--- src/hdl/wb_defines.svh ---
`ifndef WB_DEFINES_SVH
`define WB_DEFINES_SVH

// result slots carried by one micro-op
`define WB_SLOTS 4

`define WB_DATA_W 64  // slot data
`define WB_ADDR_W 32  // address and eip
`define WB_REG_W 3    // gpr or segment index

`define WB_STQ_DEPTH 4  // store queue entries
`define WB_RDQ_DEPTH 2  // redirect queue entries

`endif

--- src/hdl/wb_pkg.sv ---
`include "wb_defines.svh"

package wb_pkg;

    typedef struct packed {
        logic [`WB_DATA_W-1:0] data;
        logic [`WB_ADDR_W-1:0] dest;  // reg index in low bits, or mem address
        logic                  is_reg;
        logic                  is_seg;
        logic                  is_mem;
    } wb_slot_t;

    typedef struct packed {
        wb_slot_t [`WB_SLOTS-1:0] slot;
        logic [1:0]               size;
        logic [`WB_ADDR_W-1:0]    eip;        // fall-through eip
        logic                     far_xfer;   // loads cs:eip
        logic                     br_valid;
        logic                     br_taken;
        logic                     br_correct;
        logic [`WB_ADDR_W-1:0]    br_fip;     // branch target
        logic [`WB_ADDR_W-5:0]    br_fip_p1;  // next 16B line of target
        logic [15:0]              cs;
        logic                     ie;
        logic [2:0]               ie_type;
    } wb_uop_t;

    typedef struct packed {
        logic [`WB_SLOTS-1:0]                 reg_ld;
        logic [`WB_SLOTS-1:0]                 seg_ld;
        logic [`WB_SLOTS-1:0][`WB_REG_W-1:0]  reg_addr;
        logic [`WB_SLOTS-1:0][`WB_REG_W-1:0]  seg_addr;
        logic [`WB_SLOTS-1:0][`WB_DATA_W-1:0] res;
        logic [1:0]                           size;
    } wb_regwr_t;

    typedef struct packed {
        logic [`WB_ADDR_W-1:0] addr;
        logic [`WB_DATA_W-1:0] data;
        logic [1:0]            size;
    } wb_store_t;

    // restart request sent to fetch
    typedef struct packed {
        logic [`WB_ADDR_W-1:0] new_eip;
        logic [`WB_ADDR_W-1:0] fip_e;
        logic [`WB_ADDR_W-1:0] fip_o;
        logic [15:0]           cs;
        logic                  resteer;
        logic                  ie_val;
        logic [3:0]            ie_type;  // bit 3 is the external interrupt
    } wb_redirect_t;

endpackage

--- src/hdl/wb_queue.sv ---
module wb_queue #(
    parameter type payload_t = logic,
    parameter int  DEPTH     = 4
) (
    input  logic     clk,
    input  logic     rst_n,
    input  logic     push,
    input  payload_t din,
    output logic     full,
    output logic     out_valid,
    input  logic     out_ready,
    output payload_t dout
);

    localparam int PTR_W = (DEPTH > 1) ? $clog2(DEPTH) : 1;
    localparam int CNT_W = $clog2(DEPTH + 1);

    payload_t         mem [DEPTH];
    logic [PTR_W-1:0] wr_ptr;
    logic [PTR_W-1:0] rd_ptr;
    logic [CNT_W-1:0] count;
    logic             do_push;
    logic             do_pop;

    function automatic logic [PTR_W-1:0] next_ptr(input logic [PTR_W-1:0] ptr);
        next_ptr = (ptr == PTR_W'(DEPTH - 1)) ? '0 : ptr + 1'b1;
    endfunction

    assign full      = (count == CNT_W'(DEPTH));  // a pop in the same cycle frees no slot
    assign out_valid = (count != '0);
    assign dout      = mem[rd_ptr];  // fall-through head
    assign do_push   = push & ~full;
    assign do_pop    = out_valid & out_ready;

    always_ff @(posedge clk) begin
        if (do_push) begin
            mem[wr_ptr] <= din;
        end
    end

    always_ff @(posedge clk) begin
        if (!rst_n) begin
            wr_ptr <= '0;
            rd_ptr <= '0;
            count  <= '0;
        end else begin
            if (do_push) wr_ptr <= next_ptr(wr_ptr);
            if (do_pop) rd_ptr <= next_ptr(rd_ptr);
            case ({do_push, do_pop})
                2'b10:   count <= count + 1'b1;
                2'b01:   count <= count - 1'b1;
                default: count <= count;
            endcase
        end
    end

endmodule

--- src/hdl/wb_redirect_unit.sv ---
`include "wb_defines.svh"

module wb_redirect_unit (
    input  wb_pkg::wb_uop_t      uop,
    input  logic                 interrupt_in,
    output wb_pkg::wb_redirect_t redir,
    output logic                 need_redir
);

    logic [`WB_ADDR_W-1:0] target;
    logic [`WB_ADDR_W-1:0] line_cur;
    logic [`WB_ADDR_W-1:0] line_next;
    logic                  resteer;
    logic                  ie_val;

    // far transfers take eip from slot 0
    assign target = uop.far_xfer ? uop.slot[0].data[`WB_ADDR_W-1:0] : uop.br_fip;

    assign line_cur  = {target[`WB_ADDR_W-1:4], 4'd0};
    assign line_next = {uop.br_fip_p1, 4'd0};

    assign resteer = uop.far_xfer | (uop.br_valid & ~uop.br_correct);
    assign ie_val  = uop.ie | interrupt_in;

    always_comb begin
        if (uop.br_taken || uop.far_xfer) begin
            redir.new_eip = target;
        end else begin
            redir.new_eip = uop.eip;
        end

        // bit 4 picks which bank holds the target line
        if (!target[4]) begin
            redir.fip_e = line_cur;
            redir.fip_o = line_next;
        end else begin
            redir.fip_e = line_next;
            redir.fip_o = line_cur;
        end

        redir.cs      = uop.cs;
        redir.resteer = resteer;
        redir.ie_val  = ie_val;
        redir.ie_type = {interrupt_in, uop.ie_type};
    end

    assign need_redir = resteer | ie_val;

endmodule

--- src/hdl/wb_result_router.sv ---
`include "wb_defines.svh"

module wb_result_router (
    input  logic              clk,
    input  logic              rst_n,
    input  logic              accept,
    input  wb_pkg::wb_uop_t   uop,
    output wb_pkg::wb_regwr_t regwr,
    output logic              has_store,
    output wb_pkg::wb_store_t store
);

    logic [`WB_SLOTS-1:0] reg_hit;
    logic [`WB_SLOTS-1:0] seg_hit;
    logic [`WB_SLOTS-1:0] mem_hit;

    logic [`WB_SLOTS-1:0] reg_ld_q;
    logic [`WB_SLOTS-1:0] seg_ld_q;

    logic [`WB_SLOTS-1:0][`WB_REG_W-1:0]  addr_d;
    logic [`WB_SLOTS-1:0][`WB_REG_W-1:0]  addr_q;
    logic [`WB_SLOTS-1:0][`WB_DATA_W-1:0] res_d;
    logic [`WB_SLOTS-1:0][`WB_DATA_W-1:0] res_q;
    logic [1:0]                           size_q;

    always_comb begin
        for (int i = 0; i < `WB_SLOTS; i++) begin
            reg_hit[i] = uop.slot[i].is_reg;
            seg_hit[i] = uop.slot[i].is_seg;
            mem_hit[i] = uop.slot[i].is_mem;
            addr_d[i]  = uop.slot[i].dest[`WB_REG_W-1:0];
            res_d[i]   = uop.slot[i].data;
        end
        if (uop.far_xfer) begin
            res_d[0] = {{(`WB_DATA_W-16){1'b0}}, uop.slot[0].data[47:32]};  // cs selector
        end
    end

    // write strobes
    always_ff @(posedge clk) begin
        if (!rst_n) begin
            reg_ld_q <= '0;
            seg_ld_q <= '0;
        end else begin
            reg_ld_q <= accept ? reg_hit : '0;
            seg_ld_q <= accept ? seg_hit : '0;
        end
    end

    always_ff @(posedge clk) begin
        if (accept) begin
            addr_q <= addr_d;
            res_q  <= res_d;
            size_q <= uop.size;
        end
    end

    always_comb begin
        regwr.reg_ld   = reg_ld_q;
        regwr.seg_ld   = seg_ld_q;
        regwr.reg_addr = addr_q;  // same index field feeds both files
        regwr.seg_addr = addr_q;
        regwr.res      = res_q;
        regwr.size     = size_q;
    end

    assign has_store = |mem_hit;

    // walk downward so the lowest memory slot wins
    always_comb begin
        store = '0;
        for (int i = `WB_SLOTS - 1; i >= 0; i--) begin
            if (mem_hit[i]) begin
                store.addr = uop.slot[i].dest;
                store.data = uop.slot[i].data;
            end
        end
        store.size = uop.far_xfer ? 2'd3 : uop.size;  // far push is full width
    end

endmodule

--- src/hdl/writeback_top.sv ---
`include "wb_defines.svh"

module writeback_top (
    input  logic                 clk,
    input  logic                 rst_n,
    input  logic                 valid_in,
    input  wb_pkg::wb_uop_t      uop_in,
    input  logic                 interrupt_in,
    output wb_pkg::wb_regwr_t    regwr,
    output logic                 stall,
    output logic                 store_valid,
    output wb_pkg::wb_store_t    store_out,
    input  logic                 store_ready,
    output logic                 redir_valid,
    output wb_pkg::wb_redirect_t redir_out,
    input  logic                 redir_ready
);

    logic                 accept;
    logic                 has_store;
    logic                 need_redir;
    logic                 stq_full;
    logic                 rdq_full;
    wb_pkg::wb_store_t    store_d;
    wb_pkg::wb_redirect_t redir_d;

    // hold the uop only when a queue it needs is full
    assign stall  = valid_in & ((has_store & stq_full) | (need_redir & rdq_full));
    assign accept = valid_in & ~stall;

    wb_result_router i_router (
        .clk       (clk),
        .rst_n     (rst_n),
        .accept    (accept),
        .uop       (uop_in),
        .regwr     (regwr),
        .has_store (has_store),
        .store     (store_d)
    );

    wb_redirect_unit i_redirect (
        .uop          (uop_in),
        .interrupt_in (interrupt_in),
        .redir        (redir_d),
        .need_redir   (need_redir)
    );

    // stores toward memory
    wb_queue #(
        .payload_t (wb_pkg::wb_store_t),
        .DEPTH     (`WB_STQ_DEPTH)
    ) i_store_q (
        .clk       (clk),
        .rst_n     (rst_n),
        .push      (accept & has_store),
        .din       (store_d),
        .full      (stq_full),
        .out_valid (store_valid),
        .out_ready (store_ready),
        .dout      (store_out)
    );

    // restart records toward fetch
    wb_queue #(
        .payload_t (wb_pkg::wb_redirect_t),
        .DEPTH     (`WB_RDQ_DEPTH)
    ) i_redir_q (
        .clk       (clk),
        .rst_n     (rst_n),
        .push      (accept & need_redir),
        .din       (redir_d),
        .full      (rdq_full),
        .out_valid (redir_valid),
        .out_ready (redir_ready),
        .dout      (redir_out)
    );

endmodule

--- config.mk ---
export PLATFORM = sky130hd
export DESIGN_NAME = writeback_top
export DESIGN_NICKNAME = d
export VERILOG_FILES = /design/src/hdl/wb_pkg.sv /design/src/hdl/wb_queue.sv /design/src/hdl/wb_redirect_unit.sv /design/src/hdl/wb_result_router.sv /design/src/hdl/writeback_top.sv
export VERILOG_INCLUDE_DIRS = /design/src /design/src/hdl
export SDC_FILE = /design/constraint.sdc
export NUM_CORES = 1
export LEC_CHECK = 0
export BUFFER_PORTS_ARGS = -buffer_cell sky130_fd_sc_hd__buf_2
export CAP_MARGIN = 20
export CORE_AREA = 10 10 387 389
export CTS_CLUSTER_DIAMETER = 100
export DETAILED_ROUTE_END_ITERATION = 8
export DIE_AREA = 0 0 397 399
export HOLD_SLACK_MARGIN = 0.03
export SYNTH_ARGS = -nofsm -noshare
export SYNTH_HDL_FRONTEND = slang
export SYNTH_HIERARCHICAL = 1
export SYNTH_SLANG_ARGS = --single-unit
--- constraint.sdc ---
create_clock -name clk -period 15.3 [get_ports clk]
set_input_delay 0.765 -clock clk [delete_from_list [all_inputs] [get_ports clk]]
set_output_delay 0.765 -clock clk [all_outputs]
set_load 0.005 [all_outputs]
==> metrics, run 1 <==
die area around 0.16 mm^2; post-synthesis cell area around 0.037 mm^2; worst path arrival time 3340 ps; vias per inst approximately 4.8; IO Pins approximately 1000; Crit Path Class reg -> out; fin nets between 3000 and 4000; Setup violations, final 0; DP HPWL 122700 um; reg2reg path depth 6; initial antenna violation count 81; Seq cells post-synth 920; Hold Path Class in -> reg; setup_tns 0 ps; main flop type after synthesis edfxtp_1; Routed WL roughly 160000 um; area of the core region approximately 0.14 mm^2; GP Congestion about 0.89; M1 GR Usage 22.71%; RSZ-0062 raised after global routing no; clock transition at the registers of the reported paths around 60 ps; combinational fraction of design power between 20% and 30%; Placed Area between 0.04 and 0.05 mm^2; 1st-iter DRT viols ~2000; Worst EP required between 10000 and 15000 ps; post-CTS setup buffers 0; met3 Usage GRT a little under a tenth; register area share after synthesis 73.48%; number of synthesized flops with an enable pin 898; total CTS buffers approximately 110; Port Buffers between 1000 and 1500; sequential share of power ~44%; layout cells sized above 1 45.60%; largest net degree at the start of global routing 74; CP Max Fanout 60; most common cell after layout, fill and taps aside buf_2; vias in the first global route 24690; clock share of power between 30% and 40%; Slew Viols, Final 0; Final Hold Vio Count 0; Max Fclk ~240 MHz; Root Driver clkbuf_16; antenna-violating nets left 0; Yosys cell types 46; Hold Buf Count CTS 0; number of synthesis warnings 6; R2R Path Start i_redir_q/count[0]; clock sink count between 900 and 1000; max_cap viols 0; final hold slack ~230 ps; commonest cells after routing, fill and taps aside 1024 x buf_2, 898 x edfxtp_1, 197 x mux2i_1, 106 x clkbuf_16, 98 x mux4_2; Slew HR between 20% and 30%; gr usage total 19.45%; leak pwr between 15 and 20 nW; Internal Power between 5 and 6 mW; CTS tree done; Die Width slightly below 400 um; total gr overflow 0; Worst-Margin Slew approximately 1100 ps; Tmin final 4109 ps; effective utilization at floorplan 26.18%; total number of vias about 24000; status finished, final reports clean; Hold Startpoint uop_in[15]; ys async rst share 0%; Area Growth Syn to Fin 27.32%; CP Launch Type flop; Design Area, Final roughly 0.047 mm^2; placed instance count a little under 5000; CP Capture Type output pin; gr busiest metal met2; hold depth 1; pwr/cell area about 170 mW/mm^2; worst vdd ir roughly 0.00013 V; WL per Instance between 30 and 40 um; # rows 139; Sw Ratio roughly 30%; met2 global-route usage 31.61%; DRC viols 0; final worst-path cycle share a little over a quarter; Syn Area/Cell around 19 um^2; Psw between 2 and 2.5 mW; Post-Synthesis Cells 2011; die height 399 um; Clock Tree Buf Depth 3; CTS resizes 0; Setup Skew between 50 and 60 ps; first-pass GRT wire length roughly 210000 um; first-pass detailed-route iteration total 5; htree depth 3; Non-Filler Instances approximately 5000; Worst-Skew Late Latency between 700 and 800 ps
## synth_stat cells (3+ instances only)
cell      instances  area (um^2)
buf_12            4        80.08
or2_2             4        25.02
a21oi_1          95        475.5
buf_2            53        265.3
dfxtp_1          22        440.4
nand2_1          43        161.4
a22oi_2           5        62.56
a22oi_1          91        683.2
or3_1             4        25.02
o21ai_0           6        30.03
nor2_1            4        15.01
mux2_2           81        912.1
edfxtp_1        898        26970
o21ai_1          32        160.2
inv_1            12        45.04
mux2i_1         197         1972
and3_1           10        62.56
a21boi_1          3        22.52
o22ai_1          95        594.3
buf_8             7        105.1
mux4_2           98         2207
buf_6            20        225.2
ha_1              7        87.58
xnor2_1           4        35.03
nor2b_1          52        325.3
clkbuf_1         31        116.4
and2_1            7        43.79
buf_4            51        382.9
mux2_1           53        596.8
## path summary, 6_finish.rpt
path,to,slack [ps]
worst max-delay path,redir_out[66],11190
worst min-delay path,i_redir_q/mem[0][17],230
worst max register to register,i_router/regwr[59],11780
worst min register to register,i_redir_q/wr_ptr,500
## per-layer routing
layer	routed length, um	up-vias
li1	-	10134
met1	60740	12382
met2	76400	1244
met3	19410	284
met4	4669	28
met5	161	-
## cells by family after synthesis
kind of cell | Yosys count | share of synthesized area [%]
adder cells (fa/ha/maj) | 8 | 0.2885
other | 1 | 0.01005
XOR/XNOR | 5 | 0.1174
AO/OA/AOI/OAI | 333 | 5.565
multiplexers | 429 | 15.25
buffers and inverters | 181 | 3.321
flip-flops | 920 | 73.48
AND/OR/NAND/NOR | 134 | 1.966
## state kept, by name, indices dropped and copies added, names as in the netlist, 3 cells and up, named ones only
register,cells
i_router/reg_ld_q,4
i_redir_q/mem,236
i_router/seg_ld_q,4
i_router/regwr,268
i_store_q/count,3
i_store_q/mem,392
## power by group through the flow
stage	Combinational (mW)	Sequential, mW	Clock (mW)
5_1_grt	2.13	3.60	2.71
3_5_place_dp	2.01	3.62	0
3_3_place_gp	2.01	3.60	0
4_1_cts	2.02	3.56	2.63
6_report	1.96	3.56	2.55
2_1_floorplan	0.930	3.62	0
## worst max-delay path: stages, from the launching register on
cell     delay (ps)
dfxtp_4         560
buf_4           580
buf_4           830
mux2_2          480
buf_2           160
## area by class of cell
| type | instances | area [um^2] |
|---|---|---|
| timing repair buffer | 1055 | 5369 |
| clock inverter | 71 | 778.2 |
| fill | 14005 | 94950 |
| multi-input combinational | 917 | 8718 |
| inverter | 13 | 56.30 |
| sequential | 920 | 27420 |
| tap | 1903 | 2381 |
| clock buffer | 123 | 2716 |
| antenna | 20 | 50.05 |
## metrics by stage
step,util (%),total power [mW],worst slack (ps)
finish,33.34,8.069,11190
global route,33.32,8.445,10940
CTS,33.30,8.209,11000
detailed placement,30.85,5.627,10500
global placement,30.85,5.605,10560
floorplan,-,4.553,6624
Note: power is estimated with default switching activity, not from simulation.
==> run 2, diff against run 1 <==
==> constraint.sdc (replaced) <==
create_clock -name clk -period 3.4 [get_ports clk]
set_input_delay 0.17 -clock clk [delete_from_list [all_inputs] [get_ports clk]]
set_output_delay 0.17 -clock clk [all_outputs]
set_load 0.005 [all_outputs]
==> run 2 against run 1 <==
  * Register-to-register slack worse by 11000 ps
  * Worst hold slack worse by 130 ps
  * Clock-buffer cell count down 8
  * Critical path depth up 6
  * Die area unchanged
  * Sequential power rose to 4.5 times the previous value
  * Worst setup slack worse by 11000 ps
  * Highest routed layer unchanged
  * Utilization up 4.3 points
  * Clock skew about the same
  * Largest cell class unchanged
==> metrics, run 2 (synthesis results as in run 1) <==
CP bufs+invs 4; Slew Viols, Final 0; antenna-violating nets left 0; RSZ-0062 raised after global routing no; pwr/cell area roughly 700 mW/mm^2; total number of vias about 27000; total power draw roughly 37 mW; WL per Instance 30.05 um; 1st-iter DRT viols between 2000 and 2500; post-CTS setup buffers 0; final worst-path cycle share between 80% and 90%; max reg flops ~400; vias in the first global route 27801; area of the core region ~0.14 mm^2; Hold Startpoint uop_in[31]; worst path arrival time 3240 ps; CTS resizes 0; IO Pins a little over 1000; placed instance count 4862; Slew HR between 20% and 30%; CP cell instances dlygate4sd3_1 -> buf_2 -> or2_2 -> a211o_1 -> nand2_1 -> and4b_1 -> nor2b_1 -> buf_4 -> and2_4 -> buf_4; clock transition at the registers of the reported paths ~60 ps; final hold slack roughly 94 ps; Setup Skew ~56 ps; CP Max Fanout 24; CP Capture Type flop; Placed Area roughly 0.045 mm^2; Hold Path Class in -> reg; initial antenna violation count 67; DP HPWL 127500 um; most used cell, CP buf_4; first-pass detailed-route iteration total 6; DP Worst Slack 333.7 ps; Crit Path Class in -> reg; Port Buffers 1028; # rows between 100 and 150; fin nets 4133; Non-Filler Instances approximately 5600; R2R Path Start i_redir_q/count[0]; Clock Tree Buf Depth 3; htree depth 3; Setup violations, final 0; Worst EP required 3770 ps; setup_tns 0 ps; Final Hold Vio Count 0; Largest Register i_store_q/mem; Slowest cell on crit path and2_4; Routed WL around 170000 um; largest net degree at the start of global routing roughly 120; vias per inst 4.793; Design Area, Final around 0.054 mm^2; CP Launch Type input port; Worst path top cell family by delay simple AND/OR/NAND/NOR gates; Worst-Skew Late Latency ~700 ps; commonest cells after routing, fill and taps aside 1024 x buf_2, 898 x edfxtp_1, 544 x dlygate4sd3_1, 197 x mux2i_1, 101 x clkbuf_16; max_cap viols 0; status finished, final reports clean; die height roughly 400 um; Worst setup startpoint interrupt_in; Tmin final 2869 ps; Worst-Margin Slew approximately 1100 ps; Final Worst Setup Slack between 500 and 600 ps; first-pass GRT wire length ~230000 um; most common cell after layout, fill and taps aside buf_2; Area Growth Syn to Fin 43.73%; effective utilization at floorplan between 20% and 30%; Finished Core Util a little under two fifths; DRC viols 0; GP Congestion around 0.94; layout cells sized above 1 around 40%; die area approximately 0.16 mm^2; clock sink count between 900 and 1000; leak pwr approximately 20 nW; Root Driver clkbuf_16; total CTS buffers 100; largest stage delay on the critical path 570 ps; worst vdd ir ~0.0005 V; Die Width just under 400 um; total gr overflow 0; Max Fclk roughly 350 MHz; gr usage total 20.34%; CTS tree done
-- run 2: cell types whose count changed in the layout (fill, tap and decap cells not counted), sizes merged, moves of 2 or more --
cell / change
dlygate4sd3: +544
clkinvlp: +2
diode: +16
clkbuf: -8
buf: +54
-- run 2: timing repair --
action,CTS,global route
endpoints found under the setup margin,0,0
endpoints found under the hold margin,870,0
hold buffers,544,0
-- run 2: path summary, 6_finish.rpt --
check	endpoint	slack [ps]	depth (start not counted)
hold / removal	i_redir_q/mem[0][37]	90	3
setup reg to reg	i_store_q/mem[2][44]	740	8
setup / recovery	i_store_q/mem[2][44]	530	10
hold reg to reg	i_redir_q/wr_ptr	490	2
-- run 2: area by class of cell --
class	instances	area [um^2]
antenna	36	90.09
clock buffer	115	2580
inverter	13	55.05
tap	1903	2381
clock inverter	71	755.7
timing repair buffer	1653	11610
multi-input combinational	917	8718
sequential	920	27420
fill	13280	88830
-- run 2: power by group --
part | total [mW] | switching, mW | internal (mW)
Sequential | 16.0 | 0.832 | 15.2
Clock | 11.1 | 4.73 | 6.33
Combinational | 9.97 | 5.73 | 4.25
-- run 2: per-layer routing --
layer  part of all wire [%]  routed length [um]  vias to the layer above  GRT usage (%)
met3                     12               19640                      333          8.724
li1                       -                   -                    11329              -
met4                    4.0                6755                       20          7.749
met5                  0.077                 130                        -              0
met1                     37               63190                    13717          23.82
met2                     47               79390                     1575          32.95
-- run 2: worst min-delay path, cell delays in order --
cell     delay (ps)
buf_2           120
mux2i_1         120
mux2i_1         170
